File: src/source/revo_pkg.sv
package revo_pkg;

	// serial word format
	localparam int word_width = 8;
	typedef logic [word_width-1:0] word_t;

	// one revolution is revolution_words * word_width bits
	localparam int revolution_words = 10;
	// marker bit inside slot 0, counted from the msb
	localparam int revo_bit_pos = 5;

	localparam int fifo_depth = 4;

	// release points, counted from the end of rst_n
	localparam int serdes_release_cycles = 32;
	localparam int generator_release_cycles = 128;
	localparam int heartbeat_bit = 4;

	// derived counter widths
	localparam int slot_width = $clog2(revolution_words);
	localparam int fifo_ptr_width = $clog2(fifo_depth);
	localparam int fifo_count_width = $clog2(fifo_depth) + 1;
	localparam int bit_count_width = $clog2(word_width);
	localparam int seq_count_width = $clog2(generator_release_cycles) + 1;

	typedef enum logic {gen_hold, gen_run} gen_state_t;
	typedef enum logic {ser_idle, ser_shift} ser_state_t;

endpackage

File: src/source/reset_sequencer.sv
module reset_sequencer (
	input  logic clock50,
	input  logic rst_n,
	output logic serializer_enable,
	output logic generator_enable,
	output logic heartbeat
);
	import revo_pkg::*;

	logic [seq_count_width-1:0] counter;

	// free-running, restarts from zero on every rst_n
	always_ff @(posedge clock50 or negedge rst_n) begin
		if (!rst_n) begin
			counter <= '0;
		end else begin
			counter <= counter + 1'b1;
		end
	end

	// each enable latches high once its count is reached
	always_ff @(posedge clock50 or negedge rst_n) begin
		if (!rst_n) begin
			serializer_enable <= 1'b0;
		end else if (counter == seq_count_width'(serdes_release_cycles - 1)) begin
			serializer_enable <= 1'b1;
		end
	end

	always_ff @(posedge clock50 or negedge rst_n) begin
		if (!rst_n) begin
			generator_enable <= 1'b0;
		end else if (counter == seq_count_width'(generator_release_cycles - 1)) begin
			generator_enable <= 1'b1;
		end
	end

	// slow blink so the board shows it is alive
	assign heartbeat = counter[heartbeat_bit];

endmodule

File: src/source/revo_trigger_top.sv
module revo_trigger_top (
	input  logic clock50,
	input  logic rst_n,
	output logic trigger_lane,
	output logic clock_lane,
	output logic lane_active,
	output logic revo_led,
	output logic led_heartbeat,
	output logic led_ser_reset,
	output logic led_gen_reset
);
	import revo_pkg::*;

	logic serializer_enable;
	logic generator_enable;
	logic push;
	logic pop;
	logic full;
	logic empty;
	word_t push_word;
	word_t pop_word;

	reset_sequencer reset_sequencer_i (
		.clock50           (clock50),
		.rst_n             (rst_n),
		.serializer_enable (serializer_enable),
		.generator_enable  (generator_enable),
		.heartbeat         (led_heartbeat)
	);

	revo_word_generator revo_word_generator_i (
		.clock50          (clock50),
		.rst_n            (rst_n),
		.generator_enable (generator_enable),
		.full             (full),
		.push             (push),
		.push_word        (push_word),
		.revo             (revo_led)
	);

	word_fifo word_fifo_i (
		.clock50   (clock50),
		.rst_n     (rst_n),
		.push      (push),
		.push_word (push_word),
		.pop       (pop),
		.pop_word  (pop_word),
		.full      (full),
		.empty     (empty)
	);

	word_serializer word_serializer_i (
		.clock50           (clock50),
		.rst_n             (rst_n),
		.serializer_enable (serializer_enable),
		.empty             (empty),
		.pop               (pop),
		.pop_word          (pop_word),
		.trigger_lane      (trigger_lane),
		.clock_lane        (clock_lane),
		.lane_active       (lane_active)
	);

	// leds are lit while a stage is still held in reset
	assign led_ser_reset = ~serializer_enable;
	assign led_gen_reset = ~generator_enable;

endmodule

File: src/source/revo_word_generator.sv
module revo_word_generator (
	input  logic            clock50,
	input  logic            rst_n,
	input  logic            generator_enable,
	input  logic            full,
	output logic            push,
	output revo_pkg::word_t push_word,
	output logic            revo
);
	import revo_pkg::*;

	gen_state_t state;
	logic [slot_width-1:0] slot;
	word_t marker_word;
	logic slot_zero;

	// single marker bit, position counted from the msb
	assign marker_word = word_t'(1) << (word_width - 1 - revo_bit_pos);

	assign slot_zero = (slot == '0);

	// one word per cycle unless the fifo is full
	assign push = (state == gen_run) && !full;
	assign push_word = slot_zero ? marker_word : '0;
	assign revo = push && slot_zero;

	always_ff @(posedge clock50 or negedge rst_n) begin
		if (!rst_n) begin
			state <= gen_hold;
		end else begin
			case (state)
				gen_hold: begin
					if (generator_enable) begin
						state <= gen_run;
					end
				end
				gen_run: begin
					state <= gen_run;
				end
				default: begin
					state <= gen_hold;
				end
			endcase
		end
	end

	// slot only moves on an actual push, so back-pressure never skips one
	always_ff @(posedge clock50 or negedge rst_n) begin
		if (!rst_n) begin
			slot <= '0;
		end else if (push) begin
			if (slot == slot_width'(revolution_words - 1)) begin
				slot <= '0;
			end else begin
				slot <= slot + 1'b1;
			end
		end
	end

endmodule

File: src/source/word_fifo.sv
module word_fifo (
	input  logic            clock50,
	input  logic            rst_n,
	input  logic            push,
	input  revo_pkg::word_t push_word,
	input  logic            pop,
	output revo_pkg::word_t pop_word,
	output logic            full,
	output logic            empty
);
	import revo_pkg::*;

	word_t mem [fifo_depth];
	logic [fifo_ptr_width-1:0] wr_ptr;
	logic [fifo_ptr_width-1:0] rd_ptr;
	logic [fifo_count_width-1:0] count;
	logic do_push;
	logic do_pop;

	// ignore strobes that would overflow or underflow
	assign do_push = push && !full;
	assign do_pop = pop && !empty;

	assign full = (count == fifo_count_width'(fifo_depth));
	assign empty = (count == '0);

	// show-ahead, head word is always on the output
	assign pop_word = mem[rd_ptr];

	always_ff @(posedge clock50) begin
		if (do_push) begin
			mem[wr_ptr] <= push_word;
		end
	end

	always_ff @(posedge clock50 or negedge rst_n) begin
		if (!rst_n) begin
			wr_ptr <= '0;
			rd_ptr <= '0;
		end else begin
			if (do_push) begin
				wr_ptr <= (wr_ptr == fifo_ptr_width'(fifo_depth - 1)) ? '0 : wr_ptr + 1'b1;
			end
			if (do_pop) begin
				rd_ptr <= (rd_ptr == fifo_ptr_width'(fifo_depth - 1)) ? '0 : rd_ptr + 1'b1;
			end
		end
	end

	// occupancy, push and pop together leave it unchanged
	always_ff @(posedge clock50 or negedge rst_n) begin
		if (!rst_n) begin
			count <= '0;
		end else begin
			case ({do_push, do_pop})
				2'b10: count <= count + 1'b1;
				2'b01: count <= count - 1'b1;
				default: count <= count;
			endcase
		end
	end

endmodule

File: src/source/word_serializer.sv
module word_serializer (
	input  logic            clock50,
	input  logic            rst_n,
	input  logic            serializer_enable,
	input  logic            empty,
	output logic            pop,
	input  revo_pkg::word_t pop_word,
	output logic            trigger_lane,
	output logic            clock_lane,
	output logic            lane_active
);
	import revo_pkg::*;

	ser_state_t state;
	word_t shift_reg;
	logic [bit_count_width-1:0] bit_cnt;
	logic last_bit;

	assign last_bit = (bit_cnt == bit_count_width'(word_width - 1));

	// start from idle once enabled, or reload on the last bit of a word
	always_comb begin
		pop = 1'b0;
		if (!empty) begin
			if (state == ser_idle) begin
				pop = serializer_enable;
			end else begin
				pop = last_bit;
			end
		end
	end

	assign lane_active = (state == ser_shift);
	assign trigger_lane = lane_active && shift_reg[word_width-1];
	// words have an even bit count, so this keeps alternating across words
	assign clock_lane = lane_active && !bit_cnt[0];

	always_ff @(posedge clock50 or negedge rst_n) begin
		if (!rst_n) begin
			state <= ser_idle;
			bit_cnt <= '0;
		end else begin
			case (state)
				ser_idle: begin
					if (pop) begin
						state <= ser_shift;
						bit_cnt <= '0;
					end
				end
				ser_shift: begin
					if (last_bit) begin
						bit_cnt <= '0;
						// underrun drops back to idle
						if (!pop) begin
							state <= ser_idle;
						end
					end else begin
						bit_cnt <= bit_cnt + 1'b1;
					end
				end
				default: begin
					state <= ser_idle;
					bit_cnt <= '0;
				end
			endcase
		end
	end

	// msb first
	always_ff @(posedge clock50) begin
		if (pop) begin
			shift_reg <= pop_word;
		end else begin
			shift_reg <= {shift_reg[word_width-2:0], 1'b0};
		end
	end

endmodule

File: config.mk
export PLATFORM = sky130hd
export DESIGN_NAME = revo_trigger_top
export DESIGN_NICKNAME = d
export VERILOG_FILES = /design/src/source/revo_pkg.sv /design/src/source/reset_sequencer.sv /design/src/source/revo_trigger_top.sv /design/src/source/revo_word_generator.sv /design/src/source/word_fifo.sv /design/src/source/word_serializer.sv
export SDC_FILE = /design/constraint.sdc
export NUM_CORES = 1
export LEC_CHECK = 0
export BUFFER_PORTS_ARGS = -buffer_cell sky130_fd_sc_hd__buf_2
export CAP_MARGIN = 20
export CORE_ASPECT_RATIO = 2
export CORE_MARGIN = 3
export CORE_UTILIZATION = 55
export DETAILED_ROUTE_END_ITERATION = 10
export PLACE_DENSITY_LB_ADDON = 0.12
export SYNTH_ARGS = -nofsm -noshare
export SYNTH_HDL_FRONTEND = slang
export SYNTH_HIERARCHICAL = 1
export SYNTH_SLANG_ARGS = --single-unit
export TNS_END_PERCENT = 30
File: constraint.sdc
create_clock -name clock50 -period 3.22 [get_ports clock50]
set_input_delay 0.322 -clock clock50 [delete_from_list [all_inputs] [get_ports clock50]]
set_output_delay 0.322 -clock clock50 [all_outputs]
set_load 0.01 [all_outputs]
**After elaboration in Yosys (flattened, before gate mapping)**

Memory sizes are Yosys's and may differ from the RTL's.
Index checks and enable logic that the tools add are counted.

- Register bits: 34
- Bits in writable memories: 12
- Bits of input ports: 2
- Memories kept: 1

Memories:

| name | words | width | read ports | clocked after memory_dff | wr ports | RTL line | source |
|---|---|---|---|---|---|---|---|
| word_fifo_i.mem | 4 | 3 | 1 | 0 | 1 | word_fifo.sv:13 | `word_t mem [fifo_depth];` |

- Add/sub/neg operators: 7
- Eq/ne operators: 10
- Multiplexer cells: 18
- Bitwise logic cells: 4
- Reduce and logical (&&, ||, !) cells: 12

Operator list:

| cell | count |
|---|---|
| $pmux W3 S2 | 2 |
| $mux W3 | 3 |
| $add A8 B1 Y8 const B | 1 |
| $eq A8 B5 Y1 const B | 1 |
| $eq A8 B7 Y1 const B | 1 |
| $mux W8 | 1 |
| $mux W1 | 7 |
| $add A3 B1 Y3 const B | 2 |
| $eq A2 B2 Y1 const B | 3 |
| $eq A3 B3 Y1 const B | 2 |
| $logic_and A1 B1 Y1 | 6 |
| $add A2 B1 Y2 const B | 2 |
| $add A4 B1 Y4 const B | 1 |
| $eq A4 B4 Y1 const B | 1 |
| $logic_not A4 Y1 | 1 |
| $mux W2 | 2 |
| $mux W4 | 1 |
| $not A1 Y1 | 4 |
| $pmux W1 S2 | 2 |
| $logic_not A1 Y1 | 3 |
| $logic_not A3 Y1 | 1 |
| $sub A3 B1 Y3 const B | 1 |
| $eq A2 B1 Y1 const B | 1 |
| $ne A2 B2 Y1 const B | 1 |
| $reduce_bool A2 Y1 | 1 |

**Logic depth before layout (Yosys ltp)**

Gate-level depths: netlist (run 1).

- Word-level depth: 6
- Mapped depth: 12
- Mapped depth without buffers: 12

**By module**

Netlist (run 1), hierarchy kept.

By module, submodules not included:

| module | instances | cells an instance | area each (um^2) | sequential area each (um^2) |
|---|---|---|---|---|
| word_fifo | 1 | 83 | 1611.5 | 1136.1 |
| word_serializer | 1 | 37 | 460.4 | 260.2 |
| reset_sequencer | 1 | 30 | 396.6 | 250.2 |
| revo_word_generator | 1 | 29 | 295.3 | 125.1 |
| revo_trigger_top | 1 | 2 | 7.5 | 0.0 |

**Worst setup path after synthesis (run 1)**

OpenSTA, ideal clock, no wires.

- Path type: register to register
- From: register word_fifo_i.count[0]
- To: register word_fifo_i.count[2]
- Arrival: 2.259 ns
- Data required time: 3.141 ns
- Path slack: 0.882 ns
- Stages on the path, launching flop included: 12
- Buffers on the path: 0
- Period minus slack after synthesis: 2.338 ns
- Cell sequence: dfrtp_1 -> or3b_4 -> inv_1 -> and2b_1 -> and2_4 -> inv_1 -> ha_1 -> inv_1 -> fa_1 -> xor2_1 -> nor2_1 -> xor2_1

- Longest elaborated chain between the ends: 6

Ends and longest elaborated chain:

| element | RTL line | source |
|---|---|---|
| from (decl) | word_fifo.sv:16 | `logic [fifo_count_width-1:0] count;` |
| from (signal assigned) | word_fifo.sv:56 | `2'b10: count <= count + 1'b1;` |
| from (signal assigned) | word_fifo.sv:57 | `2'b01: count <= count - 1'b1;` |
| from (signal assigned) | word_fifo.sv:58 | `default: count <= count;` |
| $eq A3 B3 Y1 (*) | word_fifo.sv:24 | `assign full = (count == fifo_count_width'(fifo_depth));` |
| named net full | revo_trigger_top.sv:18 | `logic full;` |
| $logic_not A1 Y1 (*) | revo_word_generator.sv:23 | `assign push = (state == gen_run) && !full;` |
| $logic_and A1 B1 Y1 (*) | revo_word_generator.sv:23 |  |
| named net push | revo_trigger_top.sv:16 | `logic push;` |
| $logic_and A1 B1 Y1 (*) | word_fifo.sv:21 | `assign do_push = push && !full;` |
| $eq A2 B1 Y1 or $eq A2 B2 Y1 (tied branches) | word_fifo.sv:55 | `case ({do_push, do_pop})` |
| $pmux W3 S2 or $reduce_bool A2 Y1 (tied branches) | - |  |

Mark *: on every way through the listed nets, which the timed path passes. The rest lies on a longest branch.
A chain may end at the register's enable or synchronous reset.

**Worst setup path in the final report (run 1)**

Ends and elaborated chain as after synthesis.

==> qor.csv, run 1 <==
metric,value,unit
outcome,"finished, final reports clean",
post-synthesis sequential area ratio,0.639,
H-tree depth,3,
Power Density,561,nW/um^2
largest net degree at the start of global routing,27,
IO Pins,9,
Area Overhead vs Synth,11.8,%
Slew Limit Fails,0,
register bit count reported by yosys,66,
slowest cell delay on critical path,0.44,ns
P_int,1440,uW
sequential power share,0.507,
sw frac,0.172,
later-pin clock latency in the skew report,0.33,ns
met3 WL post-DR,75,microns
commonest cells in the synthesized netlist,"edfxtp_1, dfrtp_1, inv_1",
die width,56.2,microns
first-pass GRT wire length,7.38,mm
period utilization,0.802,
antenna violations before repair,0,
GRT Util Overall,0.171,
uppermost layer routed,met4,
DR iter-0 viols,24,
critical path startpoint category,flip-flop,
Crit-path slowest cell,or3b_4,
Placed Cells,242,
Clock power frac,0.486,
Critical Path End Type,flip-flop,
Slew @ Worst Pin,0.772,ns
number of flops mapped to enable cells by yosys,32,
PortBufs,8,
dpl hpwl,3.23,mm
crit path DAT,2.83,ns
DRT Pass-1 Iters,5,
Fin. Hold Viols,0,
Area contributors post-synth,"edfxtp_1, dfrtp_1, mux4_2, dfxtp_1, ha_1",
Rel. slew slack,0.481,
Via Count,1417,
DRT met1 WL,1.51,mm
antenna-violating nets left,0,
row cnt,36,
maximum VDD drop,0.519,mV
met2 WL post-DR,2.68,mm
Syn Area/Cell,15.3,sq um
WHS,0.460,ns
Starting Density,0.570,
layout cells sized above 1,0.262,
die area,5980,sq um
DRT Wirelength,4.37,mm
Post-Layout Cell Count,259,
Final nets,209,
gp weighted congestion,0.784,
CP cell instances,"or3b_4, inv_1, and2b_1, and2_4, inv_1, ha_1, inv_1, fa_1, xor2_1, nor2_1, xor2_1",
R2R depth,11,
total of max-cap violations,0,
global route overflow,0,
CTS tree,yes,
leading area contributor after synthesis,edfxtp_1,
post-synthesis async set-or-reset flop share,0.394,
worst hold path type,flip-flop to flip-flop,
RSZ-0062 raised after global routing,no,
chip height,106,microns
core area,4860,sq um
CTS max path bufs,2,
Mapped Cells,181,
f_max,387,MHz
"count leader, synth",edfxtp_1,
Sink Count,66,
Root Driver,clkbuf_8,
Final setup viols,0,
Syn Std Cell Area,2770,sq um
fillers,376,
Worst Path Max Fanout,8,
"Distinct cells, synth",43,
setup TNS,0,ns
Vias per Instance,5.47,
wire per inst,16.9,microns
CTS clock-pin slew for the worst setup and hold paths,0.07,ns
hold path depth,1,
Synth Flop Type,edfxtp_1,
overall power,1740,uW
CP required,3.47,ns
Final min period,2.58,ns
max FFs per register,32,
Post-CTS Setup Bufs,0,
CTS Buf Count,9,
switching pwr,299,uW
# DRC,0,
Ys Warns,6,
number of global-route vias before repair,1556,
crit-path most repeated cell,inv_1,
share of Yosys cell area claimed by the top area cell type,0.347,
Layout Skew,0.00871,ns
WS Path Type,flip-flop to flip-flop,
combinational share of power,0.006,
Diodes inserted,0,
Leak Pwr,0.00133,uW
## timing repair
item / 4_1_cts / 5_1_grt
hold buffers: 1 / 0
hold endpoints to repair: 26 / 0
resized for setup: 0 / 0
## worst paths after layout
| check | start | endpoint | slack, ns |
|---|---|---|---|
| worst min register to register | word_serializer_i/shift_reg[1]$_DFF_P_ | word_serializer_i/shift_reg[2]$_DFF_P_ | 0.46 |
| min in group asynchronous | rst_n | word_serializer_i/bit_cnt[0]$_DFFE_PN0P_ | 0.51 |
| worst max-delay path | word_fifo_i/count[0]$_DFFE_PN0P_ | word_fifo_i/count[2]$_DFFE_PN0P_ | 0.64 |
| worst min-delay path | word_serializer_i/shift_reg[1]$_DFF_P_ | word_serializer_i/shift_reg[2]$_DFF_P_ | 0.46 |
| max in group asynchronous | rst_n | revo_word_generator_i/slot[0]$_DFFE_PN0P_ | 2.33 |
| worst max register to register | word_fifo_i/count[0]$_DFFE_PN0P_ | word_fifo_i/count[2]$_DFFE_PN0P_ | 0.64 |
## cell type report
class,count,area (sq um),share of cell area
Clock buffer,12,155,0.0501
Timing Repair Buffer,9,50.0,0.0161
Sequential cell,66,1770,0.572
Tap cell,57,71.3,0.0230
Multi-Input combinational cell,98,905,0.292
Inverter,13,48.8,0.0157
Clock inverter,4,97.6,0.0315
## power groups by stage
| stage | Combinational [uW] | Sequential (uW) | Clock (uW) |
|---|---|---|---|
| after CTS | 10.5 | 882 | 868 |
| after global routing | 13.2 | 882 | 904 |
| after detailed placement | 9.65 | 900 | 0 |
| final | 11.1 | 883 | 846 |
| after global placement | 9.32 | 900 | 0 |
| after floorplan | 8.91 | 900 | 0 |
## critical path: cells and delay by family (launching register included)
| kind | cells | cell delay, ns |
|---|---|---|
| adder cells (fa/ha/maj) | 2 | 0.56 |
| flip-flops | 1 | 0.41 |
| XOR/XNOR | 2 | 0.32 |
| AND/OR/NAND/NOR | 4 | 1.00 |
| buffers and inverters | 3 | 0.20 |
## layout by cell type, fill, tap and decap left out, types with 2 or more instances in the layout
cell type	instances
xnor2_1	5
nand2b_1	2
mux4_2	8
nor3_1	2
bufinv_16	3
and2_1	3
dfrtp_1	26
edfxtp_1	32
dfxtp_1	8
mux2i_1	2
buf_2	8
nor2_1	6
conb_1	7
inv_1	13
and2b_1	3
and3_2	4
mux2_2	9
nand3_1	4
nand3b_1	2
mux2_4	2
clkbuf_8	11
xor2_1	6
o21ai_0	2
ha_1	9
nand2_1	4
## metal layers
layer  global-route usage  vias up
met5                    0        -
met3               0.0413       11
li1                     -      660
met2                0.319       18
met1                0.160      728
met4                0.104        0
## logic make-up after synthesis
family	count (synthesis)	share of synthesized area
AOI/OAI and AO/OA	9	0.0226
DFF	66	0.639
muxes	21	0.120
and+or+nand+nor	40	0.0921
buffers and inverters	23	0.0424
adders and majority gates	10	0.0479
other	1	0.00135
xor gates and xnor gates	11	0.0348
## per-stage QoR
stage | worst slack [ns] | utilization | instance area (sq um)
3_3_place_gp | 0.802 | 0.583 | 2840
6_report | 0.637 | 0.637 | 3100
2_1_floorplan | 0.882 | - | 2790
3_5_place_dp | 0.669 | 0.583 | 2840
4_1_cts | 0.648 | 0.637 | 3100
5_1_grt | 0.410 | 0.637 | 3100
(Power assumes the default switching activity.)
==> run 2: changes to the inputs <==
clock period = 2.45 ns   (was 3.22 ns; I/O delays follow)
==> run 2 against run 1 <==
  * Via count fell by 0.35%
  * Non-clock buffer count rose by 8
  * First-iteration DRC count rose by 63%
  * Power rose by 14%
  * Utilization fell by 0.21 points
  * Critical path type unchanged
  * Critical endpoint unchanged
==> qor.csv, run 2 (synthesized netlist as in run 1, its figures left out) <==
metric,value,unit
outcome,"finished, final reports clean",
Critical Path End Type,flip-flop,
maximum VDD drop,0.490,mV
Root Driver,clkbuf_8,
switching pwr,445,uW
Power Density,640,nW/um^2
Placed Cells,246,
Vias per Instance,5.29,
Layout Skew,0.00792,ns
later-pin clock latency in the skew report,0.34,ns
H-tree depth,3,
DRT Wirelength,4.25,mm
row cnt,36,
P_int,1530,uW
chip height,106,microns
Area Overhead vs Synth,11.5,%
Final nets,217,
# DRC,0,
global route overflow,0,
antenna-violating nets left,0,
combinational share of power,0.007,
f_max,433,MHz
core area,4860,sq um
period utilization,0.943,
sequential power share,0.586,
Rel. slew slack,0.572,
gp weighted congestion,0.694,
Clock power frac,0.407,
Slew Limit Fails,0,
die area,5980,sq um
Starting Density,0.570,
PortBufs,8,
DRT Pass-1 Iters,4,
Post-Layout Cell Count,267,
Util after Layout,0.635,
wire per inst,15.9,microns
Via Count,1412,
CP required,2.72,ns
met2 WL post-DR,2.55,mm
worst hold path type,input port to async pin,
first-pass GRT wire length,7.42,mm
IO Pins,9,
number of global-route vias before repair,1569,
uppermost layer routed,met4,
fillers,383,
sw frac,0.225,
critical path startpoint category,flip-flop,
CTS max path bufs,2,
Leak Pwr,0.00132,uW
Final min period,2.31,ns
Diodes inserted,0,
met3 WL post-DR,109,microns
DP Worst Slack,0.0474,ns
setup slack after layout,0.141,ns
largest net degree at the start of global routing,27,
most frequent cells in the layout,"edfxtp_1, dfrtp_1, inv_1",
setup TNS,0,ns
DR iter-0 viols,39,
antenna violations before repair,0,
CTS Buf Count,9,
WS Path Type,flip-flop to flip-flop,
"commonest non-fill, non-tap cell in the layout",edfxtp_1,
Slew @ Worst Pin,0.636,ns
CTS tree,yes,
dpl hpwl,3.16,mm
total of max-cap violations,0,
Sink Count,66,
overall power,1980,uW
die width,56.2,microns
Final setup viols,0,
Worst Path Max Fanout,3,
Fin. Hold Viols,0,
GRT Util Overall,0.170,
crit path DAT,2.58,ns
DRT met1 WL,1.49,mm
RSZ-0062 raised after global routing,no,
layout cells sized above 1,0.310,
CTS clock-pin slew for the worst setup and hold paths,0.07,ns
max FFs per register,32,
-- run 2: changes by cell type in the layout (fill, tap and decap cells not counted), moves of 2 or more --
cell        delta
clkinvlp_4     +2
buf_4          +8
inv_6          +2
bufinv_16      -3
clkbuf_8       -2
-- run 2: cell type report --
type                            instances  area, sq um  area share
Tap cell                               57         71.3      0.0231
Inverter                               13         48.8      0.0158
Multi-Input combinational cell         98          910       0.294
Clock inverter                          7         53.8      0.0174
Timing Repair Buffer                   17          110      0.0356
Sequential cell                        66         1770       0.574
Clock buffer                            9          124      0.0401
-- run 2: worst max-delay path, cell delays in order, from the launching register on --
cell and delay [ns]:
dfrtp_1 0.40, or3b_4 0.41, inv_2 0.06, and2b_1 0.18
and2_4 0.15, inv_1 0.06, ha_2 0.16, inv_1 0.05
fa_2 0.33, xor2_1 0.15, nor2_1 0.14, xor2_1 0.16
-- run 2: what timing repair did --
item | 4_1_cts | 5_1_grt
endpoints found under the setup margin | 0 | 1
buffers inserted | 0 | 4
gates resized for setup | 0 | 3
endpoints found under the hold margin | 26 | 0
hold buffers | 1 | 0
-- run 2: layer usage --
layer,global-route usage,up-vias
met2,0.307,15
met3,0.0474,8
met4,0.0917,0
li1,-,676
met1,0.170,713
met5,0,-
-- run 2: power by group through the flow --
stage / clock network [uW] / logic, uW / registers [uW]
floorplan: 0 / 11.7 / 1180
global placement: 0 / 12.0 / 1180
detailed placement: 0 / 12.6 / 1180
CTS: 831 / 13.8 / 1160
global route: 868 / 17.7 / 1160
finish: 804 / 14.7 / 1160
-- run 2: worst paths after layout --
path,start,to,slack [ns],cells after the start
max,word_fifo_i/count[2]$_DFFE_PN0P_,word_fifo_i/count[2]$_DFFE_PN0P_,0.14,11
min,rst_n,reset_sequencer_i/counter[0]$_DFF_PN0_,0.42,2
max reg2reg,word_fifo_i/count[2]$_DFFE_PN0P_,word_fifo_i/count[2]$_DFFE_PN0P_,0.14,11
min reg2reg,word_serializer_i/shift_reg[2]$_DFF_P_,word_serializer_i/shift_reg[3]$_DFF_P_,0.46,1
max in group asynchronous,rst_n,revo_word_generator_i/slot[3]$_DFFE_PN0P_,1.66,2
min in group clock50,word_serializer_i/shift_reg[2]$_DFF_P_,word_serializer_i/shift_reg[3]$_DFF_P_,0.46,1
-- run 2: metrics by stage --
stage | hold slack, ns | instance area [sq um]
final | 0.420 | 3090
after global routing | 0.469 | 3090
after CTS | 0.422 | 3050
after detailed placement | 0.272 | 2870
after global placement | 0.252 | 2870
after floorplan | -0.0506 | 2790
